==> config.mk <==
export PLATFORM = sky130hd
export DESIGN_NAME = rv_core
export DESIGN_NICKNAME = d
export VERILOG_FILES = /design/src/verilog/rv_pkg.sv /design/src/verilog/pipe_if.sv /design/src/verilog/decoder.sv /design/src/verilog/execute.sv /design/src/verilog/fetch.sv /design/src/verilog/regbank.sv /design/src/verilog/retire.sv /design/src/verilog/rv_core.sv
export SDC_FILE = /design/constraint.sdc
export NUM_CORES = 2
export LEC_CHECK = 0
export CORE_MARGIN = 2
export CORE_UTILIZATION = 36
export CTS_CLUSTER_DIAMETER = 80
export DETAILED_ROUTE_END_ITERATION = 16
export DONT_BUFFER_PORTS = 1
export GPL_TIMING_DRIVEN = 0
export HOLD_SLACK_MARGIN = 0.03
export PLACE_DENSITY = 0.55
export SETUP_SLACK_MARGIN = 0.15
export SYNTH_ARGS = -nofsm -noshare
export SYNTH_HDL_FRONTEND = slang
export SYNTH_HIERARCHICAL = 1
export SYNTH_SLANG_ARGS = --single-unit
==> constraint.sdc <==
create_clock -name clk -period 6.4 [get_ports clk]
set_clock_uncertainty 0.05 [all_clocks]
set_input_delay 0.96 -clock clk [delete_from_list [all_inputs] [get_ports clk]]
set_output_delay 0.96 -clock clk [all_outputs]
set_load 0.05 [all_outputs]
==> src/verilog/rv_pkg.sv <==
//------------------------------
// shared types and constants of the rv32i core
// modules take them with import rv_pkg::* in their header
//------------------------------
`default_nettype none

package rv_pkg;

    typedef logic [31:0] word_t;     // data word, instruction or address
    typedef logic [4:0]  reg_addr_t; // register index x0..x31
    typedef logic [3:0]  tag_t;      // path tag, bumped on every taken jump

    // instruction class, decided in decode
    typedef enum logic [2:0] {
        OP_NOP,
        OP_ALU,
        OP_LOAD,
        OP_STORE,
        OP_BRANCH,
        OP_JAL,
        OP_LUI
    } op_class_e;

    // alu operation, EQ and NE only serve branches
    typedef enum logic [2:0] {
        ALU_ADD,
        ALU_SUB,
        ALU_AND,
        ALU_OR,
        ALU_XOR,
        ALU_SLT,
        ALU_EQ,
        ALU_NE
    } alu_op_e;

    // major opcodes of the supported subset
    localparam logic [6:0] OPC_LUI    = 7'b0110111;
    localparam logic [6:0] OPC_JAL    = 7'b1101111;
    localparam logic [6:0] OPC_BRANCH = 7'b1100011;
    localparam logic [6:0] OPC_LOAD   = 7'b0000011;
    localparam logic [6:0] OPC_STORE  = 7'b0100011;
    localparam logic [6:0] OPC_OPIMM  = 7'b0010011;
    localparam logic [6:0] OPC_OP     = 7'b0110011;

endpackage

`default_nettype wire
==> src/verilog/pipe_if.sv <==
//------------------------------
// stage-to-stage buses of the pipeline
// exec_bus_if: decoder to execute, ret_bus_if: execute to retire
//------------------------------
`timescale 1ns/10ps
`default_nettype none

interface exec_bus_if import rv_pkg::*; ();
    logic      valid;    // stage register holds a live instruction
    op_class_e op_class;
    alu_op_e   alu_op;
    word_t     opa;      // rs1, pc or zero
    word_t     opb;      // rs2 or immediate
    word_t     opc;      // store data or branch offset
    word_t     npc;      // pc + 4, link value
    reg_addr_t wr_addr;
    logic      we;       // writes a register other than x0
    tag_t      tag;

    modport master (output valid, op_class, alu_op, opa, opb, opc, npc, wr_addr, we, tag);
    modport slave  (input  valid, op_class, alu_op, opa, opb, opc, npc, wr_addr, we, tag);
endinterface

interface ret_bus_if import rv_pkg::*; ();
    logic      valid;
    op_class_e op_class;
    word_t     result;     // alu result or link address
    word_t     mem_addr;   // rs1 + offset for loads and stores
    word_t     store_data;
    logic      jump;       // taken branch or jal
    word_t     target;
    reg_addr_t wr_addr;
    logic      we;
    tag_t      tag;

    modport master (output valid, op_class, result, mem_addr, store_data, jump, target,
                    wr_addr, we, tag);
    modport slave  (input  valid, op_class, result, mem_addr, store_data, jump, target,
                    wr_addr, we, tag);
endinterface

`default_nettype wire

==> src/verilog/decoder.sv <==
//------------------------------
// decode stage: class and alu op, immediates, operand select
// stalls on a register hazard and sends a bubble to execute meanwhile
//------------------------------
`timescale 1ns/10ps
`default_nettype none

module decoder import rv_pkg::*; (
    input  logic       clk,
    input  logic       i_rst_n,
    input  word_t      i_instruction,
    input  word_t      i_pc,
    input  word_t      i_npc,
    input  tag_t       i_tag,
    input  logic       i_valid,
    input  word_t      i_rdata_a,
    input  word_t      i_rdata_b,
    input  reg_addr_t  i_ret_wr_addr, // destination of the instruction in retire
    input  logic       i_ret_we,      // already qualified by its valid
    output reg_addr_t  o_raddr_a,
    output reg_addr_t  o_raddr_b,
    output logic       o_stall,
    exec_bus_if.master o_ex_bus
);
    logic [6:0] opcode;
    logic [2:0] funct3;
    logic [6:0] funct7;
    reg_addr_t  rd;
    word_t      imm_i, imm_s, imm_b, imm_j, imm_u;
    op_class_e  op_class;
    alu_op_e    alu_op;
    word_t      opa, opb, opc;
    logic       writes;
    logic       hazard_a, hazard_b;

    assign opcode    = i_instruction[6:0];
    assign rd        = i_instruction[11:7];
    assign funct3    = i_instruction[14:12];
    assign funct7    = i_instruction[31:25];
    assign o_raddr_a = i_instruction[19:15];
    assign o_raddr_b = i_instruction[24:20];

    // sign extended immediates of each format
    assign imm_i = {{20{i_instruction[31]}}, i_instruction[31:20]};
    assign imm_s = {{20{i_instruction[31]}}, i_instruction[31:25], i_instruction[11:7]};
    assign imm_b = {{19{i_instruction[31]}}, i_instruction[31], i_instruction[7],
                    i_instruction[30:25], i_instruction[11:8], 1'b0};
    assign imm_j = {{11{i_instruction[31]}}, i_instruction[31], i_instruction[19:12],
                    i_instruction[20], i_instruction[30:21], 1'b0};
    assign imm_u = {i_instruction[31:12], 12'b0};

    always_comb begin
        op_class = OP_NOP; // unknown encodings fall through as nop
        alu_op   = ALU_ADD;
        case (opcode)
            OPC_LUI:   op_class = OP_LUI;
            OPC_JAL:   op_class = OP_JAL;
            OPC_LOAD:  if (funct3 == 3'b010) op_class = OP_LOAD;  // lw only
            OPC_STORE: if (funct3 == 3'b010) op_class = OP_STORE; // sw only
            OPC_BRANCH: begin
                if (funct3 == 3'b000 || funct3 == 3'b001) begin
                    op_class = OP_BRANCH;
                    alu_op   = funct3[0] ? ALU_NE : ALU_EQ;
                end
            end
            OPC_OPIMM, OPC_OP: begin
                op_class = OP_ALU;
                case (funct3)
                    3'b000:  alu_op = (opcode == OPC_OP && funct7[5]) ? ALU_SUB : ALU_ADD;
                    3'b010:  alu_op = ALU_SLT;
                    3'b100:  alu_op = ALU_XOR;
                    3'b110:  alu_op = ALU_OR;
                    3'b111:  alu_op = ALU_AND;
                    default: op_class = OP_NOP; // shifts, sltu
                endcase
                if (opcode == OPC_OP && funct7 != 7'b0 &&
                    !(funct7 == 7'b0100000 && funct3 == 3'b000))
                    op_class = OP_NOP;
            end
            default: ;
        endcase
    end

    always_comb begin
        opa = i_rdata_a;
        opb = i_rdata_b;
        opc = i_rdata_b; // store data by default
        case (op_class)
            OP_LUI: begin
                opa = '0;
                opb = imm_u;
            end
            OP_JAL: begin
                opa = i_pc; // target = pc + offset in execute
                opb = imm_j;
            end
            OP_BRANCH: opc = imm_b; // rs1 vs rs2 compared on opa/opb
            OP_LOAD:   opb = imm_i;
            OP_STORE:  opb = imm_s;
            OP_ALU:    if (opcode == OPC_OPIMM) opb = imm_i;
            default: ;
        endcase
    end

    assign writes = (op_class == OP_ALU || op_class == OP_LOAD ||
                     op_class == OP_JAL || op_class == OP_LUI) && rd != '0;

    // no forwarding, wait until the producer has left retire
    assign hazard_a = o_raddr_a != '0 &&
                      ((o_ex_bus.valid && o_ex_bus.we && o_ex_bus.wr_addr == o_raddr_a) ||
                       (i_ret_we && i_ret_wr_addr == o_raddr_a));
    assign hazard_b = o_raddr_b != '0 &&
                      ((o_ex_bus.valid && o_ex_bus.we && o_ex_bus.wr_addr == o_raddr_b) ||
                       (i_ret_we && i_ret_wr_addr == o_raddr_b));
    assign o_stall  = i_valid & (hazard_a | hazard_b);

    always_ff @(posedge clk or negedge i_rst_n) begin
        if (!i_rst_n)
            o_ex_bus.valid <= 1'b0;
        else
            o_ex_bus.valid <= i_valid & ~o_stall; // bubble while stalled
    end

    always_ff @(posedge clk) begin
        o_ex_bus.op_class <= op_class;
        o_ex_bus.alu_op   <= alu_op;
        o_ex_bus.opa      <= opa;
        o_ex_bus.opb      <= opb;
        o_ex_bus.opc      <= opc;
        o_ex_bus.npc      <= i_npc;
        o_ex_bus.wr_addr  <= rd;
        o_ex_bus.we       <= writes;
        o_ex_bus.tag      <= i_tag;
    end

endmodule

`default_nettype wire

==> src/verilog/execute.sv <==
//------------------------------
// execute stage: alu, branch and jal resolution, memory address
// one adder serves add, load/store address and jal target
//------------------------------
`timescale 1ns/10ps
`default_nettype none

module execute import rv_pkg::*; (
    input  logic      clk,
    input  logic      i_rst_n,
    exec_bus_if.slave i_ex_bus,
    ret_bus_if.master o_ret_bus
);
    word_t sum;
    word_t alu_out;
    word_t result;
    word_t target;
    logic  taken;

    assign sum = i_ex_bus.opa + i_ex_bus.opb;

    always_comb begin
        case (i_ex_bus.alu_op)
            ALU_ADD: alu_out = sum;
            ALU_SUB: alu_out = i_ex_bus.opa - i_ex_bus.opb;
            ALU_AND: alu_out = i_ex_bus.opa & i_ex_bus.opb;
            ALU_OR:  alu_out = i_ex_bus.opa | i_ex_bus.opb;
            ALU_XOR: alu_out = i_ex_bus.opa ^ i_ex_bus.opb;
            ALU_SLT: alu_out = {31'b0, $signed(i_ex_bus.opa) < $signed(i_ex_bus.opb)};
            ALU_EQ:  alu_out = {31'b0, i_ex_bus.opa == i_ex_bus.opb};
            ALU_NE:  alu_out = {31'b0, i_ex_bus.opa != i_ex_bus.opb};
            default: alu_out = '0;
        endcase
    end

    always_comb begin
        result = alu_out; // alu and lui
        taken  = 1'b0;
        target = sum;     // jal: pc + imm
        case (i_ex_bus.op_class)
            OP_JAL: begin
                result = i_ex_bus.npc; // link address
                taken  = 1'b1;
            end
            OP_BRANCH: begin
                taken  = alu_out[0];
                target = i_ex_bus.npc - 32'd4 + i_ex_bus.opc; // pc + offset
            end
            default: ;
        endcase
    end

    always_ff @(posedge clk or negedge i_rst_n) begin
        if (!i_rst_n)
            o_ret_bus.valid <= 1'b0;
        else
            o_ret_bus.valid <= i_ex_bus.valid;
    end

    always_ff @(posedge clk) begin
        o_ret_bus.op_class   <= i_ex_bus.op_class;
        o_ret_bus.result     <= result;
        o_ret_bus.mem_addr   <= sum;           // rs1 + imm
        o_ret_bus.store_data <= i_ex_bus.opc;  // rs2 for stores
        o_ret_bus.jump       <= taken;
        o_ret_bus.target     <= target;
        o_ret_bus.wr_addr    <= i_ex_bus.wr_addr;
        o_ret_bus.we         <= i_ex_bus.we;
        o_ret_bus.tag        <= i_ex_bus.tag;
    end

endmodule

`default_nettype wire

==> src/verilog/fetch.sv <==
//------------------------------
// fetch stage: pc register and path tag
// pc goes straight to the instruction memory, the word returns same cycle
//------------------------------
`timescale 1ns/10ps
`default_nettype none

module fetch import rv_pkg::*; #(
    parameter word_t RESET_ADDR = '0
) (
    input  logic  clk,
    input  logic  i_rst_n,
    input  logic  i_stall,  // decoder holds the current instruction
    input  logic  i_jump,   // redirect pulse from retire
    input  word_t i_target,
    output word_t o_pc,
    output word_t o_npc,
    output tag_t  o_tag,
    output logic  o_valid
);
    word_t pc;
    tag_t  tag;
    logic  run;  // low for the first cycle out of reset

    always_ff @(posedge clk or negedge i_rst_n) begin
        if (!i_rst_n) begin
            pc  <= RESET_ADDR;
            tag <= '0;
            run <= 1'b0;
        end else begin
            run <= 1'b1;
            if (i_jump) begin
                pc  <= i_target;   // redirect wins over a stall
                tag <= tag + 1'b1; // new path, older work gets killed
            end else if (run && !i_stall) begin
                pc <= pc + 32'd4;
            end
        end
    end

    assign o_pc    = pc;
    assign o_npc   = pc + 32'd4;
    assign o_tag   = tag;
    assign o_valid = run & ~i_jump; // word at the old pc is dropped on redirect

endmodule

`default_nettype wire

==> src/verilog/regbank.sv <==
//------------------------------
// register file, 31 writable entries
// two combinational reads with write bypass, x0 is hardwired zero
//------------------------------
`timescale 1ns/10ps
`default_nettype none

module regbank import rv_pkg::*; (
    input  logic      clk,
    input  logic      i_rst_n,
    input  reg_addr_t i_raddr_a,
    input  reg_addr_t i_raddr_b,
    input  logic      i_we,
    input  reg_addr_t i_waddr,
    input  word_t     i_wdata,
    output word_t     o_rdata_a,
    output word_t     o_rdata_b
);
    word_t regs [1:31]; // no storage for x0

    always_ff @(posedge clk or negedge i_rst_n) begin
        if (!i_rst_n) begin
            for (int i = 1; i < 32; i++) begin
                regs[i] <= '0;
            end
        end else if (i_we && i_waddr != '0) begin
            regs[i_waddr] <= i_wdata; // writes to x0 fall away
        end
    end

    function automatic word_t read_port(input reg_addr_t addr);
        if (addr == '0)
            return '0;
        if (i_we && addr == i_waddr)
            return i_wdata; // value being written this cycle
        return regs[addr];
    endfunction

    always_comb begin
        o_rdata_a = read_port(i_raddr_a);
        o_rdata_b = read_port(i_raddr_b);
    end

endmodule

`default_nettype wire

==> src/verilog/retire.sv <==
//------------------------------
// retire stage: memory access, write-back, redirect
// only instructions tagged with the current path commit
//------------------------------
`timescale 1ns/10ps
`default_nettype none

module retire import rv_pkg::*; (
    input  logic       clk,
    input  logic       i_rst_n,
    ret_bus_if.slave   i_ret_bus,
    input  word_t      i_data_in,      // load data, returned in the same cycle
    output logic       o_reg_we,
    output reg_addr_t  o_reg_waddr,
    output word_t      o_reg_wdata,
    output logic       o_jump,
    output word_t      o_target,
    output logic [3:0] o_write,        // byte strobes, all or none
    output word_t      o_data_address,
    output word_t      o_data_out,
    output logic       o_read
);
    tag_t cur_tag;
    logic commit;
    logic is_load;

    assign commit  = i_ret_bus.valid && i_ret_bus.tag == cur_tag; // stale path is killed
    assign is_load = i_ret_bus.op_class == OP_LOAD;

    always_ff @(posedge clk or negedge i_rst_n) begin
        if (!i_rst_n)
            cur_tag <= '0;
        else if (o_jump)
            cur_tag <= cur_tag + 1'b1; // follows the fetch tag
    end

    assign o_write        = (commit && i_ret_bus.op_class == OP_STORE) ? 4'b1111 : 4'b0000;
    assign o_read         = commit & is_load;
    assign o_data_address = i_ret_bus.mem_addr;
    assign o_data_out     = i_ret_bus.store_data;

    assign o_reg_we    = commit & i_ret_bus.we;
    assign o_reg_waddr = i_ret_bus.wr_addr;
    assign o_reg_wdata = is_load ? i_data_in : i_ret_bus.result;

    assign o_jump   = commit & i_ret_bus.jump; // one-cycle pulse
    assign o_target = i_ret_bus.target;

endmodule

`default_nettype wire

==> src/verilog/rv_core.sv <==
//------------------------------
// top of the four-stage rv32i core
// instruction and data memories sit outside and answer combinationally
//------------------------------
`timescale 1ns/10ps
`default_nettype none

module rv_core import rv_pkg::*; #(
    parameter word_t RESET_ADDR = '0
) (
    input  logic       clk,
    input  logic       i_rst_n,
    output word_t      o_i_address,    // pc to instruction memory
    input  word_t      i_instruction,
    input  word_t      i_data_in,
    output word_t      o_data_out,
    output word_t      o_data_address, // word aligned
    output logic       o_enable,       // data memory select
    output logic [3:0] o_write
);
    word_t     npc, retire_target, retire_addr;
    tag_t      fetch_tag;
    logic      fetch_valid, stall, retire_jump, retire_read;
    reg_addr_t raddr_a, raddr_b, reg_waddr;
    word_t     rdata_a, rdata_b, reg_wdata;
    logic      reg_we;
    logic      ret_we;

    exec_bus_if ex_bus ();
    ret_bus_if  ret_bus ();

    assign ret_we = ret_bus.valid & ret_bus.we; // hazard snoop on retire

    fetch #(.RESET_ADDR(RESET_ADDR)) fetch0 (
        .clk(clk), .i_rst_n(i_rst_n), .i_stall(stall), .i_jump(retire_jump),
        .i_target(retire_target), .o_pc(o_i_address), .o_npc(npc),
        .o_tag(fetch_tag), .o_valid(fetch_valid)
    );

    regbank regbank0 (
        .clk(clk), .i_rst_n(i_rst_n), .i_raddr_a(raddr_a), .i_raddr_b(raddr_b),
        .i_we(reg_we), .i_waddr(reg_waddr), .i_wdata(reg_wdata),
        .o_rdata_a(rdata_a), .o_rdata_b(rdata_b)
    );

    decoder decoder0 (
        .clk(clk), .i_rst_n(i_rst_n), .i_instruction(i_instruction), .i_pc(o_i_address),
        .i_npc(npc), .i_tag(fetch_tag), .i_valid(fetch_valid), .i_rdata_a(rdata_a),
        .i_rdata_b(rdata_b), .i_ret_wr_addr(ret_bus.wr_addr), .i_ret_we(ret_we),
        .o_raddr_a(raddr_a), .o_raddr_b(raddr_b), .o_stall(stall), .o_ex_bus(ex_bus)
    );

    execute execute0 (
        .clk(clk), .i_rst_n(i_rst_n), .i_ex_bus(ex_bus), .o_ret_bus(ret_bus)
    );

    retire retire0 (
        .clk(clk), .i_rst_n(i_rst_n), .i_ret_bus(ret_bus), .i_data_in(i_data_in),
        .o_reg_we(reg_we), .o_reg_waddr(reg_waddr), .o_reg_wdata(reg_wdata),
        .o_jump(retire_jump), .o_target(retire_target), .o_write(o_write),
        .o_data_address(retire_addr), .o_data_out(o_data_out), .o_read(retire_read)
    );

    assign o_data_address = {retire_addr[31:2], 2'b00};
    assign o_enable       = (|o_write) | retire_read;

endmodule

`default_nettype wire

==> impl_metrics.json <==
{
  "antenna_found_initial": 36,
  "cts_buffer_depth": 3,
  "syn_avg_cell_area_um2": 11.9,
  "peakVddDrop_v": 0.000279,
  "worstReg2RegStart": "retire0/cur_tag[1]$_DFFE_PN0P_",
  "die_area_um2": 211000,
  "slowest_delay_ns": 1.06,
  "cap_violations": 3,
  "drc_errors": 0,
  "crit_start": "retire0/cur_tag[1]$_DFFE_PN0P_",
  "rr_worst_depth": 9,
  "final-setup-viol-count": 0,
  "worst_r2r_endpoint": "regbank0/regs[500]$_DFFE_PN0P_",
  "core-area_um2": 205000,
  "grt_pass1_wl_mm": 445,
  "fmax_mhz": 201,
  "cp_slowest_cell": "nor3b_1",
  "path_depth": 9,
  "maxSlewHeadroom_pct": -5.62,
  "syn_area_um2": 74500,
  "worstSetupPathType": "reg2reg",
  "grt_pass1_vias": 55500,
  "grt_usage_pct": 30.0,
  "path_delay_family": "simple AND/OR/NAND/NOR gates",
  "cts_buffers": 152,
  "die_h_um": 459,
  "p_total_w": 0.0243,
  "critPathMaxFanout": 10,
  "insertion_delay_ns": 0.83,
  "tightest_slew_ns": 1.57,
  "startpoint_type": "register",
  "clkSinkCount": 1319,
  "power.density_nw_per_um2": 291,
  "rows": 166,
  "status": "finished, violations left",
  "reg2reg_slack_ns": 1.44,
  "clkSlewWorstSetupHoldPaths_ns": 0.06,
  "fin_crit_ns": 4.96,
  "grt_max_degree": 211,
  "ios": 167,
  "path_buf_inv": 2,
  "dr.pass1.iters": 5,
  "violations": "capacitance limit, slew limit",
  "start_util_pct": 36.3,
  "setup_tns_ns": 0,
  "period_share_pct": 77.5,
  "root_buffer": "clkbuf_16",
  "worstPathRequired_ns": 7.04,
  "crit_arrival_ns": 5.60,
  "endpoint": "regbank0/regs[500]$_DFFE_PN0P_",
  "vias_per_cell": 6.14,
  "ant_nets": 0,
  "hold_class": "in2async",
  "rsz0062_at_grt": "no",
  "areaGrowthSynthToFinish_pct": 11.9,
  "end_kind": "register",
  "syn-instance-count": 6273,
  "cts_tree": "yes",
  "crit_chain": "xnor2_1 > nand3_2 > nor2_1 > and2_1 > buf_2 > nor3b_1 > nand2_1 > buf_1 > mux2_2",
  "finalHoldViolCount": 0,
  "place.gp.congestion": 1.02,
  "final_layout_size_suffix_gt1_share_pct": 33.8,
  "cts_setup_buffers": 0,
  "synth_warnings": 6,
  "slew_violations": 4,
  "power.leakage_nw": 38.0,
  "grt_remaining_overflow": 0,
  "drt_iter0_markers": 7067,
  "io_buffers": 0,
  "finalWirelength_mm": 323,
  "chipWidth_um": 459,
  "nets": 6668,
  "num_vias": 56900,
  "hpwl_mm": 250,
  "htreeDepth": 4,
  "post_drt_wl_per_cell_um": 34.8
}
-- worst reg2reg max path: cells and delay by family (launching register included) --
family,cells,cell delay [ns]
DFF,1,0.42
buffers and inverters,2,1.03
xor gates and xnor gates,1,0.21
muxes,1,0.53
and+or+nand+nor,5,2.60
-- flip-flops by register name (all words and copies together), names as in the netlist, 4 cells and up --
name	cells
decoder0/o_ex_bus.wr_addr	5
decoder0/o_ex_bus.opa	32
execute0/o_ret_bus.tag	4
fetch0/o_pc	32
execute0/o_ret_bus.mem_addr	30
fetch0/o_tag	4
execute0/o_ret_bus.target	32
decoder0/o_ex_bus.npc	32
decoder0/o_ex_bus.opb	32
execute0/o_ret_bus.store_data	32
execute0/o_ret_bus.wr_addr	5
execute0/o_ret_bus.result	32
decoder0/o_ex_bus.tag	4
decoder0/o_ex_bus.opc	32
regbank0/regs	992
retire0/cur_tag	4
-- cell usage in the layout, fill, tap and decap left out, types with 51 or more instances in the layout --
master / count
a211oi_1: 105
a21oi_1: 185
a221oi_1: 68
a22o_1: 51
buf_1: 59
buf_2: 160
buf_4: 163
clkbuf_1: 261
clkbuf_16: 162
dfrtp_1: 1035
dfxtp_1: 284
ha_1: 164
inv_1: 264
mux2_2: 1177
mux2i_1: 135
mux4_2: 337
nand2_1: 191
nor2_1: 306
nor2b_1: 63
nor3_1: 106
nor4_1: 60
o21ai_0: 152
o22ai_1: 147
xnor2_1: 90
xor2_1: 62
-- through the flow --
| step | cells | instance area [um^2] | utilization [%] | hold WS [ns] | setup WS (ns) |
|---|---|---|---|---|---|
| after floorplan | 6274 | 74500 | - | 0.260 | 2.73 |
| after global placement | 8962 | 77900 | 37.9 | 0.266 | 1.60 |
| after detailed placement | 8968 | 78000 | 38.0 | 0.264 | 1.56 |
| after CTS | 9239 | 83300 | 40.6 | 0.0782 | 1.52 |
| after global routing | 9251 | 83400 | 40.6 | 0.0891 | 1.45 |
| final | 9261 | 83400 | 40.6 | 0.0635 | 1.44 |
-- per-layer routing --
layer	track usage, %	share of wire, %	up-vias
li1	-	-	23500
met1	39.0	41	29600
met2	44.8	43	3044
met3	9.00	9.9	704
met4	15.7	5.8	10
met5	0	0.022	-
-- cell type report --
class,count,area (um^2)
Multi-Input combinational cell,4022,38300
Timing Repair Buffer,7,176
Inverter,268,1010
Tap cell,2688,3360
Clock inverter,58,731
Buffer,665,3610
Clock buffer,212,4530
Antenna cell,22,55.1
Fill cell,19700,122000
Sequential cell,1319,31600
-- worst min path at each step --
stage                                           startpoint                              endpoint  slack, ns  depth (start not counted)
after floorplan           decoder0/o_ex_bus.tag[0]$_DFF_P_     execute0/o_ret_bus.tag[0]$_DFF_P_       0.26                          0
after global placement    decoder0/o_ex_bus.tag[0]$_DFF_P_     execute0/o_ret_bus.tag[0]$_DFF_P_       0.27                          0
final                                              i_rst_n        regbank0/regs[276]$_DFFE_PN0P_       0.06                          1
after detailed placement  decoder0/o_ex_bus.tag[0]$_DFF_P_     execute0/o_ret_bus.tag[0]$_DFF_P_       0.26                          0
after CTS                                 i_instruction[9]  decoder0/o_ex_bus.wr_addr[2]$_DFF_P_       0.08                          0
after global routing                      i_instruction[9]  decoder0/o_ex_bus.wr_addr[2]$_DFF_P_       0.09                          0
-- power by group --
| part | switching (W) | total [W] | internal (W) |
|---|---|---|---|
| Combinational | 0.00387 | 0.00553 | 0.00166 |
| Sequential | 0.000691 | 0.00945 | 0.00876 |
| Clock | 0.00382 | 0.00930 | 0.00548 |
-- timing repair --
| item | 4_1_cts | 5_1_grt |
|---|---|---|
| endpoints found under the hold margin | 137 | 0 |
| hold buffers | 1 | 0 |
| gates resized for setup | 0 | 0 |
No activity file was read; power rests on OpenSTA's default activity.
